--- src/hw/bank_cfg.svh ---
// Scratchpad configuration: widths, depths and counts shared by every block.
`ifndef BANK_CFG_SVH
`define BANK_CFG_SVH

// Number of banks a wide access is split over.
// Must divide the wide data width into whole bytes.
`define BANK_NUM_BANKS 4

// Width of one wide access, a power of two.
`define BANK_DATA_WIDTH 64

// Byte address width.
`define BANK_ADDR_WIDTH 16

// Words held by each bank, so 512 bytes of wide address space.
`define BANK_WORDS 64

// Depth of every per-bank request and response FIFO.
`define BANK_FIFO_DEPTH 2

// Outstanding wide accesses per port.
// The dead-write FIFO holds one more than this.
`define BANK_MAX_TRANS 2

// Number of requesters sharing the banks.
`define BANK_NUM_PORTS 2

`endif

--- src/hw/bank_pkg.sv ---
// Scratchpad types for addresses, wide and per-bank data, and bank request/response payloads.
`default_nettype none

`include "bank_cfg.svh"

package bank_pkg;

  // Byte address.
  typedef logic [`BANK_ADDR_WIDTH-1:0] addr_t;

  // Wide access data and its byte strobe.
  typedef logic [`BANK_DATA_WIDTH-1:0]   wide_data_t;
  typedef logic [`BANK_DATA_WIDTH/8-1:0] wide_strb_t;

  // One bank's slice of the wide word.
  typedef logic [`BANK_DATA_WIDTH/`BANK_NUM_BANKS-1:0]   bank_data_t;
  typedef logic [`BANK_DATA_WIDTH/`BANK_NUM_BANKS/8-1:0] bank_strb_t;

  // Payload of a per-bank request FIFO.
  typedef struct packed {
    addr_t      addr;
    bank_data_t wdata;
    bank_strb_t strb;
    logic       we;
  } bank_req_t;

  // Payload of a per-bank response FIFO.
  typedef struct packed {
    bank_data_t rdata;
    logic       err;
  } bank_rsp_t;

endpackage

`default_nettype wire

--- src/hw/sram_bank.sv ---
// Single-port byte-strobed bank memory, one cycle read latency, with out-of-range error.
`default_nettype none

`include "bank_cfg.svh"

module sram_bank (
  input  wire logic                 clk_i,
  input  wire logic                 arst_n_i,
  input  wire logic                 en_i,
  input  wire logic                 we_i,
  input  wire bank_pkg::addr_t      addr_i,
  input  wire bank_pkg::bank_data_t wdata_i,
  input  wire bank_pkg::bank_strb_t strb_i,
  output logic                      rvalid_o,
  output bank_pkg::bank_data_t      rdata_o,
  output logic                      err_o
);

  // Word index is the address in wide words.
  localparam int unsigned off_bits  = $clog2(`BANK_DATA_WIDTH / 8);
  localparam int unsigned idx_bits  = $clog2(`BANK_WORDS);
  localparam int unsigned num_bytes = $bits(bank_pkg::bank_strb_t);

  bank_pkg::bank_data_t mem_q [`BANK_WORDS];
  bank_pkg::addr_t      word_idx;
  logic                 in_range;

  assign word_idx = addr_i >> off_bits;
  assign in_range = (word_idx < bank_pkg::addr_t'(`BANK_WORDS));

  // Every enable answers one cycle later.
  always_ff @(posedge clk_i or negedge arst_n_i) begin
    if (!arst_n_i) begin
      rvalid_o <= 1'b0;
    end else begin
      rvalid_o <= en_i;
    end
  end

  always_ff @(posedge clk_i) begin
    if (en_i) begin
      // Out of range reads as zero with the error bit set.
      rdata_o <= in_range ? mem_q[word_idx[idx_bits-1:0]] : '0;
      err_o   <= !in_range;
      // Only strobed bytes change, and never out of range.
      if (we_i && in_range) begin
        for (int b = 0; b < num_bytes; b++) begin
          if (strb_i[b]) begin
            mem_q[word_idx[idx_bits-1:0]][b*8 +: 8] <= wdata_i[b*8 +: 8];
          end
        end
      end
    end
  end

endmodule

`default_nettype wire

--- config.mk ---
export PLATFORM = sky130hd
export DESIGN_NAME = sram_bank
export DESIGN_NICKNAME = d
export VERILOG_FILES = /design/src/hw/bank_pkg.sv /design/src/hw/sram_bank.sv
export VERILOG_INCLUDE_DIRS = /design/src /design/src/hw
export SDC_FILE = /design/constraint.sdc
export NUM_CORES = 1
export LEC_CHECK = 0
export ABC_CLOCK_PERIOD_IN_PS = 2100
export BUFFER_PORTS_ARGS = -buffer_cell sky130_fd_sc_hd__buf_4
export CORE_ASPECT_RATIO = 0.5
export CORE_MARGIN = 4
export CORE_UTILIZATION = 40
export CTS_CLUSTER_DIAMETER = 40
export DETAILED_ROUTE_END_ITERATION = 7
export SLEW_MARGIN = 5
export SYNTH_ARGS = -nofsm -noshare
export SYNTH_HDL_FRONTEND = slang
export SYNTH_SLANG_ARGS = --single-unit
--- constraint.sdc ---
create_clock -name clk_i -period 2.1 [get_ports clk_i]
set_input_delay 0.105 -clock clk_i [delete_from_list [all_inputs] [get_ports clk_i]]
set_output_delay 0.105 -clock clk_i [all_outputs]
set_load 0.01 [all_outputs]
Word-level counts from Yosys, hierarchy flattened
Memory sizes are Yosys's and may differ from the RTL's. A register that Yosys moved wholly into a read port is not among the register bits. Index checks and enable logic that the tools add are counted.

Register bits: 2. Bits in writable memories: 1024. Input bits: 38. Output and inout bits: 18. Logic and storage cells: 15. Memories: 1.

$lt $le $gt $ge: 1. Muxes and demuxes: 8. Reductions and logical operators: 3.

Memories: mem_q (depth 64, bits a word 16, rd ports 1, clocked after memory_dff 1, write ports 1, line sram_bank.sv:24) `` bank_pkg::bank_data_t mem_q [`BANK_WORDS]; ``.

Operators by type and width (count): $lt 13x7->1 const B (1); $mux 1 (8); $logic_not 1->1 (2); $logic_and 1x1->1 (1).

Logic depth before layout (Yosys ltp)
Depth after elaboration: 5. Depth in mapped cells: 11.

Least setup slack after synthesis
Ideal clock, no wire load.

Path type: input port to flip-flop. Start point: input addr_i[4]. End point: memory mem_q[40][0] in the netlist's numbering, enable pin. Setup time: 370 ps. Arrival time: 1672 ps. Path slack: 58 ps. Stages on the path: 7. Cell sequence: buf_4 buf_2 nor2_1 clkbuf_1 nand2_1 clkbuf_1 nor2_1.

Longest elaborated chain between the ends: 5.

Ends and longest elaborated chain: start, declared (line sram_bank.sv:11) `input wire bank_pkg::addr_t addr_i,`; $lt 13x7->1 (line sram_bank.sv:29) `` assign in_range = (word_idx < bank_pkg::addr_t'(`BANK_WORDS)); ``; $logic_and 1x1->1 (line sram_bank.sv:46) `if (we_i && in_range) begin`; $mux 1 (line sram_bank.sv:46); $mux 1 (line sram_bank.sv:41) `if (en_i) begin`; $mux 1 (implied by the code) (line sram_bank.sv:49) `mem_q[word_idx[idx_bits-1:0]][b*8 +: 8] <= wdata_i[b*8 +: 8];`; end, declared (line sram_bank.sv:24).

Several ways; a longest one is shown, not always the timed one.

==> results.md <==
- The number of antenna diodes in the final layout is 0.
- The clock root buffer is clkbuf_16.
- The first global-routing pass estimated 156,000 um of wire.
- The clock skew is 16.2 ps.
- The data required time at the worst endpoint is 2530 ps.
- Hold is met by 14.8 ps.
- The number of hold-slack violations in the final timing report is 0.
- The clock tree buffer depth is 3.
- The remaining antenna violation count is 0.
- The checks that failed: negative setup slack.
- The compound-cell area share of the yosys netlist was 0.0890.
- The area overhead of the layout relative to synthesis is 21.1%.
- Of the available clock period, the critical path in the final layout requires 1.03.
- The worst setup slack before clock tree synthesis is -602 ps.
- Post-CTS timing repair inserted 0 buffers for setup.
- The initial antenna violation count was 6.
- The die area is 107,000 um^2.
- Of the total synthesized cell area, the portion taken by full adders, half adders and majority gates is 0.
- The residual DRC count is 0.
- The power per cell area is 930 nW/um^2.
- The height of the chip is 233 um.
- The count of synthesis-stage warnings from yosys is 0.
- Synthesis produced a netlist with a net count of 2,415.
- Summed over all cells, the static leakage comes to 16.7 nW.
- Max-cap violations in this run came to 0.
- After synthesis, the share of flip-flops with an asynchronous set or reset is 0.000960.
- Setup violations remaining at the end of the flow were counted as 1.
- For this configuration, the core starts out at a cell density of 0.404.
- The flow ran to the end, but the final reports show violations.
- The post-synthesis mux area share is 0.0813.
- The worst slew margin relative to its limit is 0.249.
- Counting flops with a built-in enable in the synthesized netlist gives 1,041.
- The cell count after synthesis is 2,377.
- Along the worst path, the maximum fanout reaches 1.
- The worst setup path is launched from a register.
- During placement, the flow inserted port buffers numbering 52.
- The TritonCTS clock tree is built.
- After filler insertion, the fill cell instance count of the layout stands at 8,273.
- Dividing the synthesized area by the synthesized cell count gives 17.0 um^2.
- The tightest min-delay check is of the in -> reg type.
- Counting I/O delays and the setup requirement, the final critical path takes 2170 ps.
- Based on the critical path, the design can be clocked at up to 461 MHz.
- The dominant combinational cell family by area after synthesis is compound AO/OA/AOI/OAI gates.
- The largest vdd supply drop is 0.585 mV.
- The multi-input combinational cells in the finished layout cover a total of 8500 um^2.
- TritonCTS created 111 clock buffers.
- The least setup slack across all paths after layout is -69.1 ps.
- The detailed-route wire length is 108,000 um.
- The post-layout net count is 2,806.
- The pin count of the biggest net entering global routing is 65.
- The CTS sink count is 1,042.
- The final instance area is 49,000 um^2.
- The synthesized-area fraction occupied by xor and xnor cells is 0.
- The number of levels the H-tree was split into is 3.
- The sequential cell area fraction in the yosys report is 0.773.
- Clock-pin slew was measured on the worst setup and hold paths at 70 ps.
- For the pin with the worst max-slew slack, the measured transition is 1120 ps.
- The register area is 31,300 um^2.
- For the final routed database, the setup TNS stands at -69.1 ps.
- The total I/O pin count is 56.
- For this run, the total global-route usage over all layers was measured as 0.200.
- For this run, the detailed router's first-pass iteration total came to 5.
- The HPWL after detailed placement is 68,100 um.
- The floorplan row count is 82.
- The post-detailed-route via-to-cell ratio is 5.62.
- The clock insertion delay at the later pin of the skew report is 690 ps.
- The data arrival time of the critical path is 2600 ps.
- The final max-slew violation count is 0.
- The placed cell area is 44,900 um^2.
- Of the total synthesized cell area, the portion taken by AND, OR, NAND and NOR gates is 0.0358.
- The leftover overflow at the end of global routing is 0.
- Setup repair after global routing could not meet its margin everywhere.
- For this block, the via count after detailed routing is 23,600.
- From left edge to right edge, the die measures 458 um.
- Among all flip-flop cells after synthesis, the most frequent one is edfxtp_1.
- The total area inside the core boundary comes to 100,000 um^2.
- The congestion estimate from routability-driven global placement came to 0.836.
- After detailed routing, the average wire length per cell comes to 25.7 um.
- Synthesis instantiated 49 different standard cells from the library.
- The initial DRC count is 2,346.
- The netlist area before placement is 40,500 um^2.
- The count of state elements after synthesis is 1,042.
- The worst setup path is of the reg -> reg kind.
- The via count of the first global-routing pass is 23,200.
- In the final layout, the share of cells above drive strength 1 is 0.247.
- Measured on the finished design, the core utilization comes to 0.489.
- The type of element capturing the critical path is a register.
worst max-delay path, stage by stage, from the launching register on:
cell and delay (ps):
edfxtp_1 370, mux2_4 280, a22o_1 210, a221oi_2 310, nor2_1 120, nor4_2 350, buf_4 180, a41oi_2 80
synth_stat cells, types with 3 or more instances:
| cell | n | area [um^2] |
|---|---|---|
| nand2_1 | 70 | 263 |
| or2_2 | 15 | 93.8 |
| buf_2 | 44 | 220 |
| o22ai_1 | 105 | 657 |
| o211ai_1 | 14 | 105 |
| nor2_2 | 6 | 37.5 |
| a221oi_1 | 54 | 473 |
| o21ai_0 | 46 | 230 |
| clkbuf_1 | 56 | 210 |
| a22o_1 | 15 | 131 |
| buf_4 | 18 | 135 |
| a41oi_1 | 14 | 123 |
| a211o_1 | 14 | 123 |
| mux2i_1 | 277 | 2770 |
| edfxtp_1 | 1041 | 31300 |
| a31oi_1 | 29 | 181 |
| a221oi_2 | 14 | 210 |
| a22oi_1 | 87 | 653 |
| o21ai_1 | 6 | 30.0 |
| nor2b_1 | 5 | 31.3 |
| buf_1 | 10 | 37.5 |
| a211oi_1 | 8 | 60.1 |
| nor2_4 | 3 | 33.8 |
| a21oi_1 | 116 | 581 |
| nor4_1 | 15 | 93.8 |
| mux2_2 | 46 | 518 |
| and2_1 | 3 | 18.8 |
| buf_6 | 17 | 191 |
| nor2_1 | 197 | 739 |
per-layer routing:
metal	track usage	up-vias	wire length [um]
li1	-	10400	-
met1	0.284	12000	46900
met2	0.305	1014	48400
met3	0.0418	222	8810
met4	0.0745	0	3780
met5	0	-	0
final timing paths:
kind,to,cells after the start,slack [ps],start
max,rdata_o[10],7,-70,mem_q[43][10]
min,mem_q[50][12],1,10,wdata_i[12]
max reg2reg,rdata_o[10],7,-70,mem_q[43][10]
min reg2reg,rdata_o[10],4,790,mem_q[50][10]
max in group asynchronous,rvalid_o,3,1710,arst_n_i
min in group asynchronous,rvalid_o,3,280,arst_n_i
registers in the layout, summed over array words and instances, names as in the netlist:
signal / cells
mem_q: 1024
rdata_o: 16
err_o: 1
rvalid_o: 1
what timing repair did:
action	4_1_cts	5_1_grt
resized for setup	6	15
endpoints found under the setup margin	4	10
endpoints found under the hold margin	185	0
hold buffers	11	0
pin swaps	3	7
logic make-up (layout without fill, tap and decap cells):
family / count (synthesis) / after routing
compound gates: 527 / 527
mux: 323 / 323
flops: 1042 / 1042
simple gates: 334 / 334
buf+inv: 151 / 634
cell type report:
type,count,share of cell area
multi-input cells,1184,0.174
well taps,1344,0.0343
clock inverters,85,0.0190
clock buffers,120,0.0596
inverters,3,0.000281
repair buffers,426,0.0747
flip-flops and latches,1042,0.639
stage by stage:
stage | cells | total power (W)
final | 4204 | 0.0456
after global routing | 4204 | 0.0469
after CTS | 4204 | 0.0459
after global placement | 3989 | 0.0256
after floorplan | 2377 | 0.0244
after detailed placement | 3989 | 0.0257
cell usage in the layout (no fill, tap or decap), types with 14 or more instances in the layout:
cell type / count
clkinv_1: 19
a31oi_1: 29
buf_12: 34
bufinv_16: 15
clkinv_2: 14
buf_4: 380
clkinv_4: 14
a21oi_1: 116
o22ai_1: 105
edfxtp_1: 1041
a22oi_1: 87
clkbuf_16: 116
nor2_1: 196
o21ai_0: 46
a221oi_1: 54
mux2_2: 43
or2_2: 16
nand2_1: 70
a211o_1: 14
mux2i_1: 277
o211ai_1: 14
report_power, final:
group | internal (W) | switching, W
registers | 0.0229 | 0.0000146
clock network | 0.0120 | 0.00831
logic | 0.000857 | 0.00152
total | 0.0357 | 0.00984
No activity file was read; power rests on OpenSTA's default activity.
