$ cat src/hw/bank_cfg.svh
// Scratchpad configuration: widths, depths and counts shared by every block.
`ifndef BANK_CFG_SVH
`define BANK_CFG_SVH

// Number of banks a wide access is split over.
// Must divide the wide data width into whole bytes.
`define BANK_NUM_BANKS 4

// Width of one wide access, a power of two.
`define BANK_DATA_WIDTH 64

// Byte address width.
`define BANK_ADDR_WIDTH 16

// Words held by each bank, so 512 bytes of wide address space.
`define BANK_WORDS 64

// Depth of every per-bank request and response FIFO.
`define BANK_FIFO_DEPTH 2

// Outstanding wide accesses per port.
// The dead-write FIFO holds one more than this.
`define BANK_MAX_TRANS 2

// Number of requesters sharing the banks.
`define BANK_NUM_PORTS 2

`endif

$ cat src/hw/bank_pkg.sv
// Scratchpad types for addresses, wide and per-bank data, and bank request/response payloads.
`default_nettype none

`include "bank_cfg.svh"

package bank_pkg;

  // Byte address.
  typedef logic [`BANK_ADDR_WIDTH-1:0] addr_t;

  // Wide access data and its byte strobe.
  typedef logic [`BANK_DATA_WIDTH-1:0]   wide_data_t;
  typedef logic [`BANK_DATA_WIDTH/8-1:0] wide_strb_t;

  // One bank's slice of the wide word.
  typedef logic [`BANK_DATA_WIDTH/`BANK_NUM_BANKS-1:0]   bank_data_t;
  typedef logic [`BANK_DATA_WIDTH/`BANK_NUM_BANKS/8-1:0] bank_strb_t;

  // Payload of a per-bank request FIFO.
  typedef struct packed {
    addr_t      addr;
    bank_data_t wdata;
    bank_strb_t strb;
    logic       we;
  } bank_req_t;

  // Payload of a per-bank response FIFO.
  typedef struct packed {
    bank_data_t rdata;
    logic       err;
  } bank_rsp_t;

endpackage

`default_nettype wire

$ cat src/hw/bank_arbiter.sv
// Round-robin arbiter sharing one bank between two splitters and steering its responses.
`default_nettype none

`include "bank_cfg.svh"

module bank_arbiter (
  input  wire logic                                         clk_i,
  input  wire logic                                         arst_n_i,
  input  wire logic [`BANK_NUM_PORTS-1:0]                   req_i,
  output logic [`BANK_NUM_PORTS-1:0]                        gnt_o,
  output logic [`BANK_NUM_PORTS-1:0]                        rvalid_o,
  input  wire bank_pkg::addr_t [`BANK_NUM_PORTS-1:0]        addr_i,
  input  wire bank_pkg::bank_data_t [`BANK_NUM_PORTS-1:0]   wdata_i,
  input  wire bank_pkg::bank_strb_t [`BANK_NUM_PORTS-1:0]   strb_i,
  input  wire logic [`BANK_NUM_PORTS-1:0]                   we_i,
  output bank_pkg::bank_data_t                              rdata_o,
  output logic                                              err_o,
  output logic                                              en_o,
  output logic                                              we_o,
  output bank_pkg::addr_t                                   addr_o,
  output bank_pkg::bank_data_t                              wdata_o,
  output bank_pkg::bank_strb_t                              strb_o,
  input  wire logic                                         rvalid_i,
  input  wire bank_pkg::bank_data_t                         rdata_i,
  input  wire logic                                         err_i
);

  // Port favoured when both request.
  logic prio_q;
  // Port served this cycle, and the one served last cycle.
  logic sel;
  logic sel_q;

  // Port 1 wins if alone, or if it holds the priority.
  assign sel = req_i[1] && (!req_i[0] || prio_q);

  // Combinational grant in the request cycle.
  assign gnt_o[0] = req_i[0] && !sel;
  assign gnt_o[1] = req_i[1] && sel;

  // Bank is enabled whenever anyone asks, the bank never stalls.
  assign en_o    = |req_i;
  assign we_o    = we_i[sel];
  assign addr_o  = addr_i[sel];
  assign wdata_o = wdata_i[sel];
  assign strb_o  = strb_i[sel];

  always_ff @(posedge clk_i or negedge arst_n_i) begin
    if (!arst_n_i) begin
      prio_q   <= 1'b0;
      sel_q    <= 1'b0;
      rvalid_o <= '0;
    end else begin
      if (en_o) begin
        // Next time favour the port not served now.
        prio_q <= !sel;
        sel_q  <= sel;
      end
      // Response goes to the port that issued the access.
      rvalid_o[0] <= rvalid_i && !sel_q;
      rvalid_o[1] <= rvalid_i && sel_q;
    end
  end

  // Response payload, shared by both ports.
  always_ff @(posedge clk_i) begin
    rdata_o <= rdata_i;
    err_o   <= err_i;
  end

  // A port refused while asking wins the following cycle if it still asks.
  assert property (@(posedge clk_i) disable iff (!arst_n_i)
    (req_i[0] && !gnt_o[0]) |=> (!req_i[0] || gnt_o[0]));
  assert property (@(posedge clk_i) disable iff (!arst_n_i)
    (req_i[1] && !gnt_o[1]) |=> (!req_i[1] || gnt_o[1]));

  // The bank answers each enable exactly one cycle later.
  assert property (@(posedge clk_i) disable iff (!arst_n_i) en_o |=> rvalid_i);
  assert property (@(posedge clk_i) disable iff (!arst_n_i) !en_o |=> !rvalid_i);

endmodule

`default_nettype wire

$ cat config.mk
export PLATFORM = sky130hd
export DESIGN_NAME = bank_arbiter
export DESIGN_NICKNAME = d
export VERILOG_FILES = /design/src/hw/bank_pkg.sv /design/src/hw/bank_arbiter.sv
export VERILOG_INCLUDE_DIRS = /design/src /design/src/hw
export SDC_FILE = /design/constraint.sdc
export NUM_CORES = 1
export LEC_CHECK = 0
export CORE_AREA = 3 3 57 59
export DETAILED_ROUTE_END_ITERATION = 10
export DIE_AREA = 0 0 60 62
export DONT_BUFFER_PORTS = 1
export MAX_ROUTING_LAYER = met4
export PLACE_DENSITY = 0.49
export SLEW_MARGIN = 20
export SYNTH_ARGS = -nofsm -noshare
export SYNTH_HDL_FRONTEND = slang
export SYNTH_SLANG_ARGS = --single-unit
$ cat constraint.sdc
create_clock -name clk_i -period 4.6 [get_ports clk_i]
set_input_delay 1.15 -clock clk_i [delete_from_list [all_inputs] [get_ports clk_i]]
set_output_delay 1.15 -clock clk_i [all_outputs]
set_load 0.02 [all_outputs]
* Yosys cells after proc, flatten, opt, wreduce, memory -nomap -nowiden
Index checks and enable logic that the tools add are counted.
Word-level totals: register bits after elaboration 21, input bits 92, output and inout port bits 57, logic and storage cells 24
Cells by class: order comparisons 1, muxes and demuxes 8, reduce and logical (&&, ||, !) cells 10
Operators with widths (number):
- $mux W16 | 4
- $logic_and A1 B1 Y1 | 5
- $mux W2 | 2
- $logic_not A1 Y1 | 3
- $lt A1 B2 Y1 const B | 1
- $mux W1 | 2
- $reduce_or A2 Y1 | 1
- $logic_or A1 B1 Y1 | 1

* Depth between registers and ports, before layout
depth in word-level cells 5, depth in mapped cells 5, depth with buffers taken out 3

* Worst setup path before layout
Ideal clock, no wire load.
kind input to output, start point input req_i[0], end point output strb_o[0], arrival 2.092 ns, required time 3.450 ns, path slack 1.358 ns, stages on the path 4, buffers on the path 1, path through inv_1 -> o21ai_4 -> buf_8 -> mux2_1
On the way: cells in the longest elaborated chain, start to end 5
Ends and longest elaborated chain:
- from (decl) | RTL line bank_arbiter.sv:9 | input wire logic [`BANK_NUM_PORTS-1:0] req_i,
- $logic_not A1 Y1 | RTL line bank_arbiter.sv:35 | assign sel = req_i[1] && (!req_i[0] || prio_q);
- $logic_or A1 B1 Y1 | RTL line bank_arbiter.sv:35
- $logic_and A1 B1 Y1 | RTL line bank_arbiter.sv:35
- $mux W2 (implied by the code) (2 in series) | RTL line bank_arbiter.sv:46 | assign strb_o = strb_i[sel];
- to (decl) | RTL line bank_arbiter.sv:22 | output bank_pkg::bank_strb_t strb_o,
No other way between the ends. The select of a mux whose other input is x is not followed.

* Worst setup path in the final report
start point input req_i[0], end point output wdata_o[13]
On the way: cells in the longest elaborated chain, start to end 5
Ends and longest elaborated chain:
- $logic_not A1 Y1 | RTL line bank_arbiter.sv:35
- $logic_or A1 B1 Y1 | RTL line bank_arbiter.sv:35
- $logic_and A1 B1 Y1 | RTL line bank_arbiter.sv:35
- $mux W16 (implied by the code) (2 in series) | RTL line bank_arbiter.sv:45 | assign wdata_o = wdata_i[sel];
- to (decl) | RTL line bank_arbiter.sv:21 | output bank_pkg::bank_data_t wdata_o,
No other way between the ends. The select of a mux whose other input is x is not followed.

==> results.sh <==
export IMPL_nets=165
export IMPL_synthMuxAreaShare_pct=45.7
export IMPL_synthAdderAreaFrac_pct=0
export IMPL_synth_top_area_cell="dfxtp_1"
export IMPL_worst_pin_slew_ns=0.526
export IMPL_via_per_inst=5.67
export IMPL_synth_top_family_by_area="multiplexers"
export IMPL_drc=0
export IMPL_drive_above_1_share_pct=55.6
export IMPL_port_buffer_count=0
export IMPL_cts_root_buf="clkbuf_4"
export IMPL_vias=584
export IMPL_cp_top_family="buffers and inverters"
export IMPL_finalClockSkew_ns=0.00123
export IMPL_die_w_um=60
export IMPL_worstPathRequired_ns=3.45
export IMPL_holdWs_ns=0.462
export IMPL_grt_antenna_before_repair=0
export IMPL_core_area_um2=2760
export IMPL_path_max_fanout=29
export IMPL_antenna_cells=0
export IMPL_grt_pass1_wl_mm=2.52
export IMPL_holdCritPathClass="reg -> reg"
export IMPL_intPower_uw=272
export IMPL_seq_power_share_pct=52.9
export IMPL_status="completed"
export IMPL_dieArea_um2=3720
export IMPL_ios=149
export IMPL_rows=19
export IMPL_holdBufCountCts=0
export IMPL_ys_top_cells_by_area="dfxtp_1 33%, mux2_4 29%, mux2_2 14%"
export IMPL_wl_per_cell_um=21.4
export IMPL_power_density_nw_per_um2=384
export IMPL_final_area_um2=1050
export IMPL_netlist_area_leader_share_pct=33.2
export IMPL_crit_path_end_kind="primary output"
export IMPL_dr_pass1_iters=4
export IMPL_fin_crit_sh_pct=77.2
export IMPL_max_slew_margin_pct=65.0
export IMPL_netlist_area_um2=1030
export IMPL_syn_to_final_growth_pct=2.07
export IMPL_path_cells="inv_1 -> o21ai_4 -> buf_4 -> mux2_1"
export IMPL_synthXorXnorAreaFrac_pct=0
export IMPL_synth_simple_area_share_pct=2.93
export IMPL_cts_max_level=1
export IMPL_cp_start_kind="input pin"
export IMPL_slew_viol_final=0
export IMPL_layout_commonest_cell="mux2_4"
export IMPL_finalNonFillerCells=103
export IMPL_numCtsBuffers=3
export IMPL_p_comb_share_pct=27.5
export IMPL_cts_tree="done"
export IMPL_finalHoldViolCount=0
export IMPL_synth_net_count=163
export IMPL_cts_sinks=21
export IMPL_track_usage_pct=9.73
export IMPL_cts_resized=0
export IMPL_syn_avg_cell_area_um2=14.5
export IMPL_worst_path_buf_inv=2
export IMPL_slowest_delay_ns=0.47
export IMPL_drt_iter0_drc=17
export IMPL_maxCapViolCount=0
export IMPL_switchingPower_uw=130
export IMPL_power_leakage_uw=0.000477
export IMPL_nFillCells=269
export IMPL_final_cell_mix="20 x mux2_4, 17 x dfxtp_1, 13 x mux2_2"
export IMPL_dp_cells=99
export IMPL_cp_arrival_ns=2.40
export IMPL_overflow=0
export IMPL_clockBufferDepth=2
export IMPL_ys_seq_elements=21
export IMPL_p_sw_share_pct=32.4
export IMPL_syn_inst=71
export IMPL_clock_power_share_pct=19.6
export IMPL_grt_max_degree=30
export IMPL_fmax_mhz=282
export IMPL_wl_mm=2.20
export IMPL_grt_pass1_vias=559
export IMPL_ys_seq_area_share_pct=42.9
export IMPL_clock_latency_ns=0.29
export IMPL_critPathKind="in -> out"
export IMPL_rsz0062_at_grt="false"
export IMPL_yosys_warnings=0
export IMPL_ys_types=14
export IMPL_critPathSlowestCell="mux2_1"
export IMPL_ir_drop_v=0.000261
export IMPL_fin_setup_tns_ns=0
export IMPL_path_clk_slew_ns=0.10
export IMPL_gp_congestion=0.778
export IMPL_start_util_pct=37.2
export IMPL_post_route_util_pct=38.0
export IMPL_period_needed_ns=3.55
export IMPL_ant_nets=0
export IMPL_cts_setup_buffers=0
export IMPL_die_h_um=62
export IMPL_synth_compound_area_share_pct=2.56
export IMPL_dpl_cell_area_um2=1020
export IMPL_finalSetupViolCount=0
==> routing by layer <==
| layer | track usage [%] | share of wire, % |
|---|---|---|
| met5 | - | 0 |
| met4 | 6.65 | 0.86 |
| met3 | 1.65 | 12 |
| met2 | 17.0 | 55 |
| met1 | 9.96 | 33 |
==> stage by stage <==
step,total power [µW],setup slack (ns)
2_1_floorplan,327,1.36
3_3_place_gp,329,1.04
3_5_place_dp,329,1.00
4_1_cts,410,1.00
5_1_grt,425,0.942
6_report,402,1.05
==> synth_stat cells <==
cell type	number
a21oi_1	2
buf_4	1
or2_2	1
and2_1	1
nor2_1	3
inv_1	2
dfxtp_1	17
mux2_1	2
o21ai_4	1
buf_8	3
dfrtp_1	4
mux2_2	13
nor2b_1	1
mux2_4	20
==> cell type report <==
class                           instances  area (µm²)  share of cell area [%]
Tap cell                               31        38.8                    3.70
Multi-Input combinational cell         44         526                    50.2
Timing Repair Buffer                    1        7.51                   0.717
Inverter                                2        7.51                   0.717
Clock inverter                          1        5.00                   0.478
Clock buffer                            3        22.5                    2.15
Sequential cell                        21         440                    42.1
==> worst reg2reg max path: stages, from the launching register on <==
cell and delay (ns):
dfrtp_1 0.44, a21oi_1 0.45, nor2_1 0.11
==> state kept, by name, summed over array words and instances (netlist names) <==
name and flops:
err_o 1, sel_q 1, rvalid_o 2, rdata_o 16, prio_q 1
==> power groups by stage <==
stage | combinational (µW) | sequential [µW] | clock, µW
floorplan | 112 | 215 | 0
global placement | 112 | 217 | 0
detailed placement | 112 | 217 | 0
CTS | 113 | 213 | 84.5
global route | 118 | 214 | 93.4
finish | 111 | 213 | 78.8
==> cell families after synthesis <==
logic type / Yosys count
simple gates: 6
flops: 21
buf+inv: 6
compound gates: 3
mux: 35
==> path summary, 6_finish.rpt <==
path	startpoint	endpoint	slack, ns	cells past startpoint
setup / recovery	req_i[0]	wdata_o[13]	1.05	4
hold / removal	sel_q$_DFFE_PN0P_	rvalid_o[0]$_DFF_PN0_	0.46	1
setup reg to reg	prio_q$_DFFE_PN0P_	sel_q$_DFFE_PN0P_	3.48	2
hold reg to reg	sel_q$_DFFE_PN0P_	rvalid_o[0]$_DFF_PN0_	0.46	1
max in group asynchronous	arst_n_i	prio_q$_DFFE_PN0P_	3.99	0
min in group asynchronous	arst_n_i	sel_q$_DFFE_PN0P_	0.54	0
Note: power is estimated with default switching activity, not from simulation.
