$ cat config.mk
export PLATFORM = sky130hd
export DESIGN_NAME = mem_to_banks
export DESIGN_NICKNAME = d
export VERILOG_FILES = /design/src/hw/bank_pkg.sv /design/src/hw/stream_fifo.sv /design/src/hw/mem_to_banks.sv
export VERILOG_INCLUDE_DIRS = /design/src /design/src/hw
export SDC_FILE = /design/constraint.sdc
export NUM_CORES = 1
export LEC_CHECK = 0
export ABC_AREA = 1
export ABC_CLOCK_PERIOD_IN_PS = 3200
export BUFFER_PORTS_ARGS = -buffer_cell sky130_fd_sc_hd__buf_2
export CAP_MARGIN = 10
export CORE_MARGIN = 4
export CORE_UTILIZATION = 50
export DETAILED_ROUTE_END_ITERATION = 8
export PLACE_DENSITY = 0.83
export SLEW_MARGIN = 20
export SYNTH_ARGS = -nofsm -noshare
export SYNTH_HDL_FRONTEND = slang
export SYNTH_SLANG_ARGS = --single-unit
$ cat constraint.sdc
create_clock -name clk_i -period 3.2 [get_ports clk_i]
set_input_delay 0.48 -clock clk_i [delete_from_list [all_inputs] [get_ports clk_i]]
set_output_delay 0.48 -clock clk_i [all_outputs]
set_load 0.01 [all_outputs]
$ cat src/hw/bank_cfg.svh
// Scratchpad configuration: widths, depths and counts shared by every block.
`ifndef BANK_CFG_SVH
`define BANK_CFG_SVH

// Number of banks a wide access is split over.
// Must divide the wide data width into whole bytes.
`define BANK_NUM_BANKS 4

// Width of one wide access, a power of two.
`define BANK_DATA_WIDTH 64

// Byte address width.
`define BANK_ADDR_WIDTH 16

// Words held by each bank, so 512 bytes of wide address space.
`define BANK_WORDS 64

// Depth of every per-bank request and response FIFO.
`define BANK_FIFO_DEPTH 2

// Outstanding wide accesses per port.
// The dead-write FIFO holds one more than this.
`define BANK_MAX_TRANS 2

// Number of requesters sharing the banks.
`define BANK_NUM_PORTS 2

`endif

$ cat src/hw/bank_pkg.sv
// Scratchpad types for addresses, wide and per-bank data, and bank request/response payloads.
`default_nettype none

`include "bank_cfg.svh"

package bank_pkg;

  // Byte address.
  typedef logic [`BANK_ADDR_WIDTH-1:0] addr_t;

  // Wide access data and its byte strobe.
  typedef logic [`BANK_DATA_WIDTH-1:0]   wide_data_t;
  typedef logic [`BANK_DATA_WIDTH/8-1:0] wide_strb_t;

  // One bank's slice of the wide word.
  typedef logic [`BANK_DATA_WIDTH/`BANK_NUM_BANKS-1:0]   bank_data_t;
  typedef logic [`BANK_DATA_WIDTH/`BANK_NUM_BANKS/8-1:0] bank_strb_t;

  // Payload of a per-bank request FIFO.
  typedef struct packed {
    addr_t      addr;
    bank_data_t wdata;
    bank_strb_t strb;
    logic       we;
  } bank_req_t;

  // Payload of a per-bank response FIFO.
  typedef struct packed {
    bank_data_t rdata;
    logic       err;
  } bank_rsp_t;

endpackage

`default_nettype wire

$ cat src/hw/stream_fifo.sv
// Fall-through valid/ready FIFO, a circular buffer whose payload type is a parameter.
`default_nettype none

`include "bank_cfg.svh"

module stream_fifo #(
  parameter type         t     = logic [7:0],
  parameter int unsigned depth = `BANK_FIFO_DEPTH
) (
  input  wire logic clk_i,
  input  wire logic arst_n_i,
  input  wire logic valid_i,
  output logic      ready_o,
  input  wire t     data_i,
  output logic      valid_o,
  input  wire logic ready_i,
  output t          data_o
);

  // A depth of one still needs a one-bit pointer.
  localparam int unsigned ptr_w = (depth > 1) ? $clog2(depth) : 1;
  localparam int unsigned cnt_w = $clog2(depth + 1);

  t                 mem_q [depth];
  logic [ptr_w-1:0] wr_ptr_q;
  logic [ptr_w-1:0] rd_ptr_q;
  logic [cnt_w-1:0] count_q;
  logic             empty;
  logic             full;
  logic             push;
  logic             pop;

  // Pointer advance with wrap at the last entry.
  function automatic logic [ptr_w-1:0] next_ptr(input logic [ptr_w-1:0] ptr);
    return (ptr == ptr_w'(depth - 1)) ? '0 : ptr + 1'b1;
  endfunction

  assign empty = (count_q == '0);
  assign full  = (count_q == cnt_w'(depth));

  // Room is reported while not full.
  assign ready_o = !full;

  // Empty buffer passes the input straight through.
  assign valid_o = !empty || valid_i;
  assign data_o  = empty ? data_i : mem_q[rd_ptr_q];

  // Nothing is stored when the input is consumed in the same cycle.
  assign pop  = ready_i && !empty;
  assign push = valid_i && !full && !(empty && ready_i);

  always_ff @(posedge clk_i or negedge arst_n_i) begin
    if (!arst_n_i) begin
      wr_ptr_q <= '0;
      rd_ptr_q <= '0;
      count_q  <= '0;
    end else begin
      if (push) begin
        wr_ptr_q <= next_ptr(wr_ptr_q);
      end
      if (pop) begin
        rd_ptr_q <= next_ptr(rd_ptr_q);
      end
      count_q <= count_q + cnt_w'(push) - cnt_w'(pop);
    end
  end

  // Storage.
  always_ff @(posedge clk_i) begin
    if (push) begin
      mem_q[wr_ptr_q] <= data_i;
    end
  end

  // No entry is offered while the buffer is full.
  assert property (@(posedge clk_i) disable iff (!arst_n_i) valid_i |-> !full);

endmodule

`default_nettype wire

$ cat src/hw/mem_to_banks.sv
// Bank splitter: cuts a wide req/gnt access into bank accesses and merges the responses.
`default_nettype none

`include "bank_cfg.svh"

module mem_to_banks #(
  parameter bit hide_strb = 1'b1
) (
  input  wire logic                                  clk_i,
  input  wire logic                                  arst_n_i,
  input  wire logic                                  req_i,
  output logic                                       gnt_o,
  input  wire bank_pkg::addr_t                       addr_i,
  input  wire bank_pkg::wide_data_t                  wdata_i,
  input  wire bank_pkg::wide_strb_t                  strb_i,
  input  wire logic                                  we_i,
  output logic                                       rvalid_o,
  output bank_pkg::wide_data_t                       rdata_o,
  output logic [`BANK_NUM_BANKS-1:0]                 ersp_o,
  output logic [`BANK_NUM_BANKS-1:0]                 bank_req_o,
  input  wire logic [`BANK_NUM_BANKS-1:0]            bank_gnt_i,
  output bank_pkg::addr_t [`BANK_NUM_BANKS-1:0]      bank_addr_o,
  output bank_pkg::bank_data_t [`BANK_NUM_BANKS-1:0] bank_wdata_o,
  output bank_pkg::bank_strb_t [`BANK_NUM_BANKS-1:0] bank_strb_o,
  output logic [`BANK_NUM_BANKS-1:0]                 bank_we_o,
  input  wire logic [`BANK_NUM_BANKS-1:0]            bank_rvalid_i,
  input  wire bank_pkg::bank_data_t [`BANK_NUM_BANKS-1:0] bank_rdata_i,
  input  wire logic [`BANK_NUM_BANKS-1:0]            bank_err_i
);

  localparam int unsigned nb         = `BANK_NUM_BANKS;
  localparam int unsigned bank_bits  = $bits(bank_pkg::bank_data_t);
  localparam int unsigned bank_bytes = $bits(bank_pkg::bank_strb_t);
  localparam int unsigned off_bits   = $clog2($bits(bank_pkg::wide_strb_t));

  bank_pkg::bank_req_t [nb-1:0] req_in;
  bank_pkg::bank_req_t [nb-1:0] req_head;
  bank_pkg::bank_rsp_t [nb-1:0] rsp_in;
  bank_pkg::bank_rsp_t [nb-1:0] rsp_head;
  bank_pkg::addr_t              base_addr;
  logic                         req_push;
  logic [nb-1:0]                req_ready;
  logic [nb-1:0]                head_valid;
  logic [nb-1:0]                head_pop;
  logic [nb-1:0]                rsp_ready;
  logic [nb-1:0]                rsp_valid;
  logic [nb-1:0]                dead_mark;
  logic                         dead_full;

  // Wide word base address, low byte offset dropped.
  assign base_addr = (addr_i >> off_bits) << off_bits;

  // The wide access needs room in every FIFO at once.
  assign gnt_o    = (&req_ready) && (&rsp_ready) && !dead_full;
  assign req_push = req_i && gnt_o;

  for (genvar i = 0; i < nb; i++) begin : gen_bank
    // Each bank sees its own byte offset and slice.
    assign req_in[i].addr  = base_addr + bank_pkg::addr_t'(i * bank_bytes);
    assign req_in[i].wdata = wdata_i[i*bank_bits +: bank_bits];
    assign req_in[i].strb  = strb_i[i*bank_bytes +: bank_bytes];
    assign req_in[i].we    = we_i;

    stream_fifo #(
      .t     (bank_pkg::bank_req_t),
      .depth (`BANK_FIFO_DEPTH)
    ) i_req_fifo (
      .clk_i    (clk_i),
      .arst_n_i (arst_n_i),
      .valid_i  (req_push),
      .ready_o  (req_ready[i]),
      .data_i   (req_in[i]),
      .valid_o  (head_valid[i]),
      .ready_i  (head_pop[i]),
      .data_o   (req_head[i])
    );

    assign bank_addr_o[i]  = req_head[i].addr;
    assign bank_wdata_o[i] = req_head[i].wdata;
    assign bank_strb_o[i]  = req_head[i].strb;
    assign bank_we_o[i]    = req_head[i].we;

    if (hide_strb) begin : gen_hide
      logic head_dead;
      // Zero-strobe write never reaches the bank, it is drained locally.
      assign head_dead     = req_head[i].we && (req_head[i].strb == '0);
      assign bank_req_o[i] = head_valid[i] && !head_dead;
      assign head_pop[i]   = head_dead || bank_gnt_i[i];
    end else begin : gen_pass
      assign bank_req_o[i] = head_valid[i];
      assign head_pop[i]   = bank_gnt_i[i];
    end

    assign rsp_in[i].rdata = bank_rdata_i[i];
    assign rsp_in[i].err   = bank_err_i[i];

    stream_fifo #(
      .t     (bank_pkg::bank_rsp_t),
      .depth (`BANK_FIFO_DEPTH)
    ) i_rsp_fifo (
      .clk_i    (clk_i),
      .arst_n_i (arst_n_i),
      .valid_i  (bank_rvalid_i[i]),
      .ready_o  (rsp_ready[i]),
      .data_i   (rsp_in[i]),
      .valid_o  (rsp_valid[i]),
      .ready_i  (rvalid_o && !dead_mark[i]),
      .data_o   (rsp_head[i])
    );

    // Dead banks answer with zero data and no error.
    assign rdata_o[i*bank_bits +: bank_bits] = dead_mark[i] ? '0 : rsp_head[i].rdata;
    assign ersp_o[i] = !dead_mark[i] && rsp_head[i].err;
  end

  if (hide_strb) begin : gen_dead_fifo
    logic [nb-1:0] dead_in;
    logic [nb-1:0] dead_out;
    logic          dead_ready;
    logic          dead_valid;

    // One mask per wide access, one bit per bank with no bytes to write.
    for (genvar i = 0; i < nb; i++) begin : gen_dead_in
      assign dead_in[i] = we_i && (req_in[i].strb == '0);
    end

    stream_fifo #(
      .t     (logic [nb-1:0]),
      .depth (`BANK_MAX_TRANS + 1)
    ) i_dead_fifo (
      .clk_i    (clk_i),
      .arst_n_i (arst_n_i),
      .valid_i  (req_push),
      .ready_o  (dead_ready),
      .data_i   (dead_in),
      .valid_o  (dead_valid),
      .ready_i  (rvalid_o),
      .data_o   (dead_out)
    );

    assign dead_full = !dead_ready;
    assign dead_mark = dead_valid ? dead_out : '0;

    // Every wide response has its access record at the head.
    assert property (@(posedge clk_i) disable iff (!arst_n_i) rvalid_o |-> dead_valid);
  end else begin : gen_no_dead_fifo
    assign dead_full = 1'b0;
    assign dead_mark = '0;
  end

  // Wide response once every bank has answered or is dead.
  assign rvalid_o = &(rsp_valid | dead_mark);

endmodule

`default_nettype wire

; Word-level counts from Yosys, hierarchy flattened
; Memories as Yosys holds them, arrays and structs flattened.
; Index checks and enable logic that the tools add are counted.
[word_totals]
n_memories = 9
reg_bits = 38
word_cells = 264
inputBits = 168
ram_bits = 422
[memory_table]
columns = name, depth, width, read_ports, rd_ports_with_merged_regs, wr, line
row1 = gen_bank[1].i_req_fifo.mem_q, 2, 35, 1, 0, 1, stream_fifo.sv:24  ; t mem_q [depth];
row2 = gen_bank[2].i_req_fifo.mem_q, 2, 35, 1, 0, 1, stream_fifo.sv:24
row3 = gen_bank[3].i_req_fifo.mem_q, 2, 35, 1, 0, 1, stream_fifo.sv:24
row4 = gen_bank[0].i_req_fifo.mem_q, 2, 32, 1, 0, 1, stream_fifo.sv:24
row5 = gen_bank[0].i_rsp_fifo.mem_q, 2, 17, 1, 0, 1, stream_fifo.sv:24
row6 = gen_bank[1].i_rsp_fifo.mem_q, 2, 17, 1, 0, 1, stream_fifo.sv:24
row7 = 3 more memories, --, --, --, --, --, --
[op_classes]
n_bitwise = 1
n_reduce_logical = 127
n_eq_ne = 11
mux = 50
n_addsub = 39
[ops]
columns = cell, n
row1 = two-way mux 35 bit, 4
row2 = two-way mux 17 bit, 4
row3 = two-way mux 16 bit, 4
row4 = logical AND 1 bit, 59
row5 = zero test 1 bit, 35
row6 = zero test 2 bit, 17
row7 = two-way mux 1 bit, 34
row8 = "adder 16 x 3 -> 16 bit, second input constant", 2
row9 = "== test 2 bit, second input constant", 11
row10 = adder 2 x 1 -> 2 bit, 9
row11 = subtractor 2 x 1 -> 2 bit, 9
row12 = "adder 1 bit, second input constant", 16
row13 = "adder 16 x 2 -> 16 bit, second input constant", 1
row14 = logical OR 1 bit, 13
row15 = AND reduction 4 bit, 3
row16 = two-way mux 4 bit, 2
row17 = "adder 2 x 1 -> 2 bit, second input constant", 2
row18 = two-way mux 2 bit, 2
row19 = bitwise OR 4 bit, 1

; Longest topological paths before layout
[logic_depth]
depth_word = 16
mapped_depth = 18

; Modules after synthesis
; A second synthesis with hierarchy kept.
[hier_totals]
hier_cells = 2300
hier_area_um2 = 21639.5
[modules_own_cells]
columns = module, cells_each, instances, area_each_um2, seq_area_each_um2
row1 = stream_fifo at gen_bank[0].i_req_fifo ..., 327, 4, 3254.4, 2202.1
row2 = stream_fifo at gen_bank[0].i_rsp_fifo ..., 175, 4, 1745.4, 1121.1
row3 = stream_fifo at gen_dead_fifo.i_dead_fifo, 89, 1, 827.0, 510.5
row4 = mem_to_banks, 203, 1, 813.3, 0.0

; Worst setup path before layout
; No wires, ideal clock.
[synth_timing]
kind = reg-to-reg
startpoint = reg gen_bank[0].i_req_fifo.count_q[1]
endpoint = mem gen_bank[0].i_req_fifo.mem_q[1][0] in the netlist's numbering (enable)
required_ns = 2.777
path_buffers = 0
setup_time_ns = 0.423
path_stages_with_launch = 10
setup_slack_ns = -0.125
arrival_time_ns = 2.902
period_less_slack_ns = 3.325
cell_sequence = dfrtp_1 -> nor2_1 -> a21oi_1 -> a21oi_1 -> nor2_1 -> nand2_1 -> nand2_1 -> a21oi_1 -> inv_1 -> nor2_1
[synth_rtl]
columns = element, line
row1 = start: declaration, stream_fifo.sv:27  ; logic [cnt_w-1:0] count_q;
row2 = start signal: assignment, stream_fifo.sv:64  ; count_q <= count_q + cnt_w'(push) - cnt_w'(pop);
row3 = end: declaration, stream_fifo.sv:24

; Final worst setup path
[layout_timing]
startpoint = reg gen_bank[0].i_req_fifo.count_q[1]
endpoint = out bank_req_o[0]
[layout_between]
elab_chain_len = 8
word_cells_on_any_way = 14
classes_between = eq/ne: 1 / mux: 1 / reduce/logical: 12
[layout_rtl]
columns = element, line
row1 = == test 2 bit, stream_fifo.sv:39  ; assign full = (count_q == cnt_w'(depth));
row2 = zero test 1 bit, stream_fifo.sv:42  ; assign ready_o = !full;
row3 = AND reduction 4 bit, mem_to_banks.sv:54  ; assign gnt_o = (&req_ready) && (&rsp_ready) && !dead_full;
row4 = logical AND 1 bit (2 in a row), mem_to_banks.sv:54
row5 = logical AND 1 bit, mem_to_banks.sv:55  ; assign req_push = req_i && gnt_o;
row6 = logical OR 1 bit, stream_fifo.sv:45  ; assign valid_o = !empty || valid_i;
row7 = logical AND 1 bit *, mem_to_banks.sv:87  ; assign bank_req_o[i] = head_valid[i] && !head_dead;
row8 = end: declaration, mem_to_banks.sv:20  ; output logic [`BANK_NUM_BANKS-1:0] bank_req_o,
; Every way passes the cells marked *; elsewhere a longest branch is shown, timed or not.

==> impl_metrics.csv <==
group,metric,value,unit
synth,synthCells,1606,
outcome,outcome,"finished clean",
setup_path,worstSetupPathType,"reg2out",
drt,vias_per_cell,5.416,
synth,yosysSeqAreaShare,70.50,%
global_route,overflow,0,
clock_network,clk_latency,0.58,ns
synth,synth-seq-cells,442,
timing,finalSetupTns,0,ns
floorplan,rows,70,
placed_design,dp_hpwl,30860,µm
setup_path,worstPathArrival,2.59,ns
final_layout,seq_area,13080,µm²
clock_network,cts_buffers,46,
setup_path,crit_chain,"nor2_2, buf_4, a21oi_1, a22oi_1, nand2_1, o21a_1, buf_2",
drt,drc,0,
placed_design,gp_congestion,0.8035,
synth,synth_enable_flop_cells,404,
clock_network,postCtsSetupRepairBufs,0,
placed_design,place_ws,0.1122,ns
pwr,p_int,14410,µW
floorplan,io_pins,382,
final_layout,layout_commonest_cell,"edfxtp_1",
synth,synthFlopType,"edfxtp_1",
global_route,grt_max_degree,39,
flow_run,drv_cap,0,
global_route,track_usage,22.18,%
pwr,finalPower,23930,µW
min_path,hold_path_class,"in2reg",
synth,syn_avg_cell_area,11.55,µm²
placed_design,portBuffers,366,
synth,async_flop_share,8.597,%
final_layout,fin_nets,2184,
pwr,clock_power_share,22.5,%
final_layout,final_util,61.98,%
setup_path,cpPeakStageDelay,0.45,ns
setup_path,crit_fanout,19,
drt,wl_per_cell,18.44,µm
pwr,p_comb_share,44.8,%
setup_path,cp.required,2.72,ns
synth,netlist_area,18560,µm²
pwr,sequentialPowerShare,32.8,%
pwr,p_switching,9524,µW
drt,wl,46200,µm
timing,hold_viol,0,
setup_path,slowest_stage,"nor2_2",
floorplan,die_x,200.6,µm
timing,skew,0.02254,ns
clock_network,root_buffer,"clkbuf_16",
final_layout,area_delta_synth_final,22.27,%
final_layout,final_cell_mix,"404 x edfxtp_1, 365 x buf_2, 339 x nand2_1",
setup_path,start_kind,"flop",
timing,slew_viol_final,0,
clock_network,cts_tree,"done",
global_route,grt_antenna_before_repair,0,
final_layout,multi_input_area,4890,µm²
timing,tightest_slew,0.7049,ns
floorplan,start_util,50.69,%
global_route,first_global_vias,13570,
final_layout,drive_gt1_share,25.59,%
timing,rsz0062_at_grt,"no",
floorplan,core-area,36610,µm²
setup_path,end_kind,"primary output",
drt,ant_nets,0,
timing,period_share,96.00,%
drt,num_vias,13570,
timing,slew_headroom,52.95,%
clock_network,clk_pin_slew,0.06,ns
pwr,p_leak,0.009077,µW
timing,setup_viol,0,
pwr,vdd_drop_max,0.8882,mV
setup_path,critPathTopFamily,"simple AND/OR/NAND/NOR gates",
pwr,power_per_cell_area,1055,nW/µm²
synth,yosysUniqueCellTypes,29,
setup_path,crit_buf_inv,2,
final_layout,fill_cells,2808,
clock_network,cts_buffer_depth,3,
drt,drtIter0Drc,688,
synth,yosys_warnings,0,
timing,setup_slack,0.1280,ns
floorplan,die_area,40260,µm²
timing,fmax,0.3255,GHz
drt,dr.pass1.iters,5,
global_route,grt_pass1_wl,72470,µm
timing,period_minus_slack,3.072,ns
clock_network,cts.sinks,442,
clock_network,h-tree-depth,2,
floorplan,die_height,200.6,µm
pwr,swShare,39.80,%
[area by class of cell]
cell class / instances / share of cell area [%]
tap: 468 / 2.581
clock buffer: 56 / 5.333
clock inverter: 30 / 1.417
sequential: 442 / 57.66
multi-input combinational: 1008 / 21.55
timing repair buffer: 426 / 10.19
antenna: 1 / 0.01103
inverter: 74 / 1.257
[path summary, 6_finish.rpt]
path	startpoint	end	slack (ns)	depth (start not counted)
setup / recovery	gen_bank[0].i_req_fifo.count_q[1]	bank_req_o[0]	0.13	7
hold / removal	wdata_i[10]	gen_bank[0].i_req_fifo.mem_q[0][13]	0.10	1
setup reg to reg	gen_bank[3].i_req_fifo.count_q[1]	gen_bank[3].i_req_fifo.mem_q[1][27]	0.52	9
hold reg to reg	gen_bank[2].i_rsp_fifo.wr_ptr_q	gen_bank[2].i_rsp_fifo.wr_ptr_q	0.48	2
max in group asynchronous	arst_n_i	gen_bank[3].i_rsp_fifo.wr_ptr_q	2.28	2
min in group asynchronous	arst_n_i	gen_bank[2].i_rsp_fifo.wr_ptr_q	0.50	2
[flip-flops by register name (all words and copies together) (netlist names)]
register,cells
gen_bank.i_req_fifo.count_q,8
gen_bank.i_req_fifo.mem_q,256
gen_bank.i_req_fifo.rd_ptr_q,4
gen_bank.i_req_fifo.wr_ptr_q,4
gen_bank.i_rsp_fifo.count_q,8
gen_bank.i_rsp_fifo.mem_q,136
gen_bank.i_rsp_fifo.rd_ptr_q,4
gen_bank.i_rsp_fifo.wr_ptr_q,4
gen_dead_fifo.i_dead_fifo.count_q,2
gen_dead_fifo.i_dead_fifo.mem_q,12
gen_dead_fifo.i_dead_fifo.rd_ptr_q,2
gen_dead_fifo.i_dead_fifo.wr_ptr_q,2
[cells by family after synthesis]
family,after synthesis,share of synthesized area (%)
AOI/OAI and AO/OA,351,11.02
xor gates and xnor gates,22,1.038
adders and majority gates,18,1.214
buffers and inverters,166,3.621
DFF,442,70.50
other,2,0.04047
and+or+nand+nor,605,12.56
[power by group through the flow]
stage | Sequential [µW] | Clock, µW | Combinational [µW]
finish | 7840 | 5380 | 10700
global route | 7930 | 5740 | 11800
CTS | 7840 | 5480 | 10800
detailed placement | 7950 | 0 | 10700
global placement | 7900 | 0 | 10400
floorplan | 7820 | 0 | 6530
[stage by stage]
stage | instance area, µm² | std cells | hold WS [ns]
6_report | 22690 | 2505 | 0.1047
5_1_grt | 22690 | 2504 | 0.07732
4_1_cts | 22670 | 2503 | 0.06349
3_5_place_dp | 21130 | 2417 | 0.4708
3_3_place_gp | 21130 | 2417 | 0.4536
2_1_floorplan | 18610 | 1616 | 0.1844
[per-layer routing]
metal	vias up	track usage [%]	part of all wire, %	routed length (µm)
met1	6493	28.08	38	17710
met5	-	0	0	0
met3	91	5.929	8.9	4133
met2	536	37.23	49	22860
li1	6447	-	-	-
met4	0	7.842	3.2	1492
[worst register-to-register path: stages, from the launching register on]
cell     delay [ns]
dfrtp_1        0.42
nor2_2         0.36
buf_4          0.30
a22oi_1        0.16
nand2_1        0.14
nand2_1        0.06
a21oi_1        0.25
inv_1          0.13
nor2_2         0.09
buf_4          0.40
[synth_stat cells (6+ instances only)]
cell / number / area, µm²
nor2_2: 7 / 43.79
xnor2_1: 16 / 140.1
a21oi_1: 262 / 1311
edfxtp_1: 404 / 12130
buf_4: 13 / 97.59
clkinv_1: 12 / 45.04
a311oi_1: 68 / 595.6
nand3_1: 12 / 60.06
xor2_1: 6 / 52.55
dfrtp_1: 38 / 950.9
inv_1: 61 / 229.0
nand2_1: 340 / 1276
ha_1: 18 / 225.2
nor2_1: 235 / 882.1
o21ai_0: 7 / 35.03
clkbuf_1: 76 / 285.3
[what timing repair did]
action / in CTS / in global routing
hold buffers: 0 / 1
cloned: 0 / 0
gates resized for setup: 3 / 3
pin swaps: 0 / 0
hold endpoints to repair: 0 / 38
endpoints found under the setup margin: 29 / 20
(Power assumes the default switching activity.)
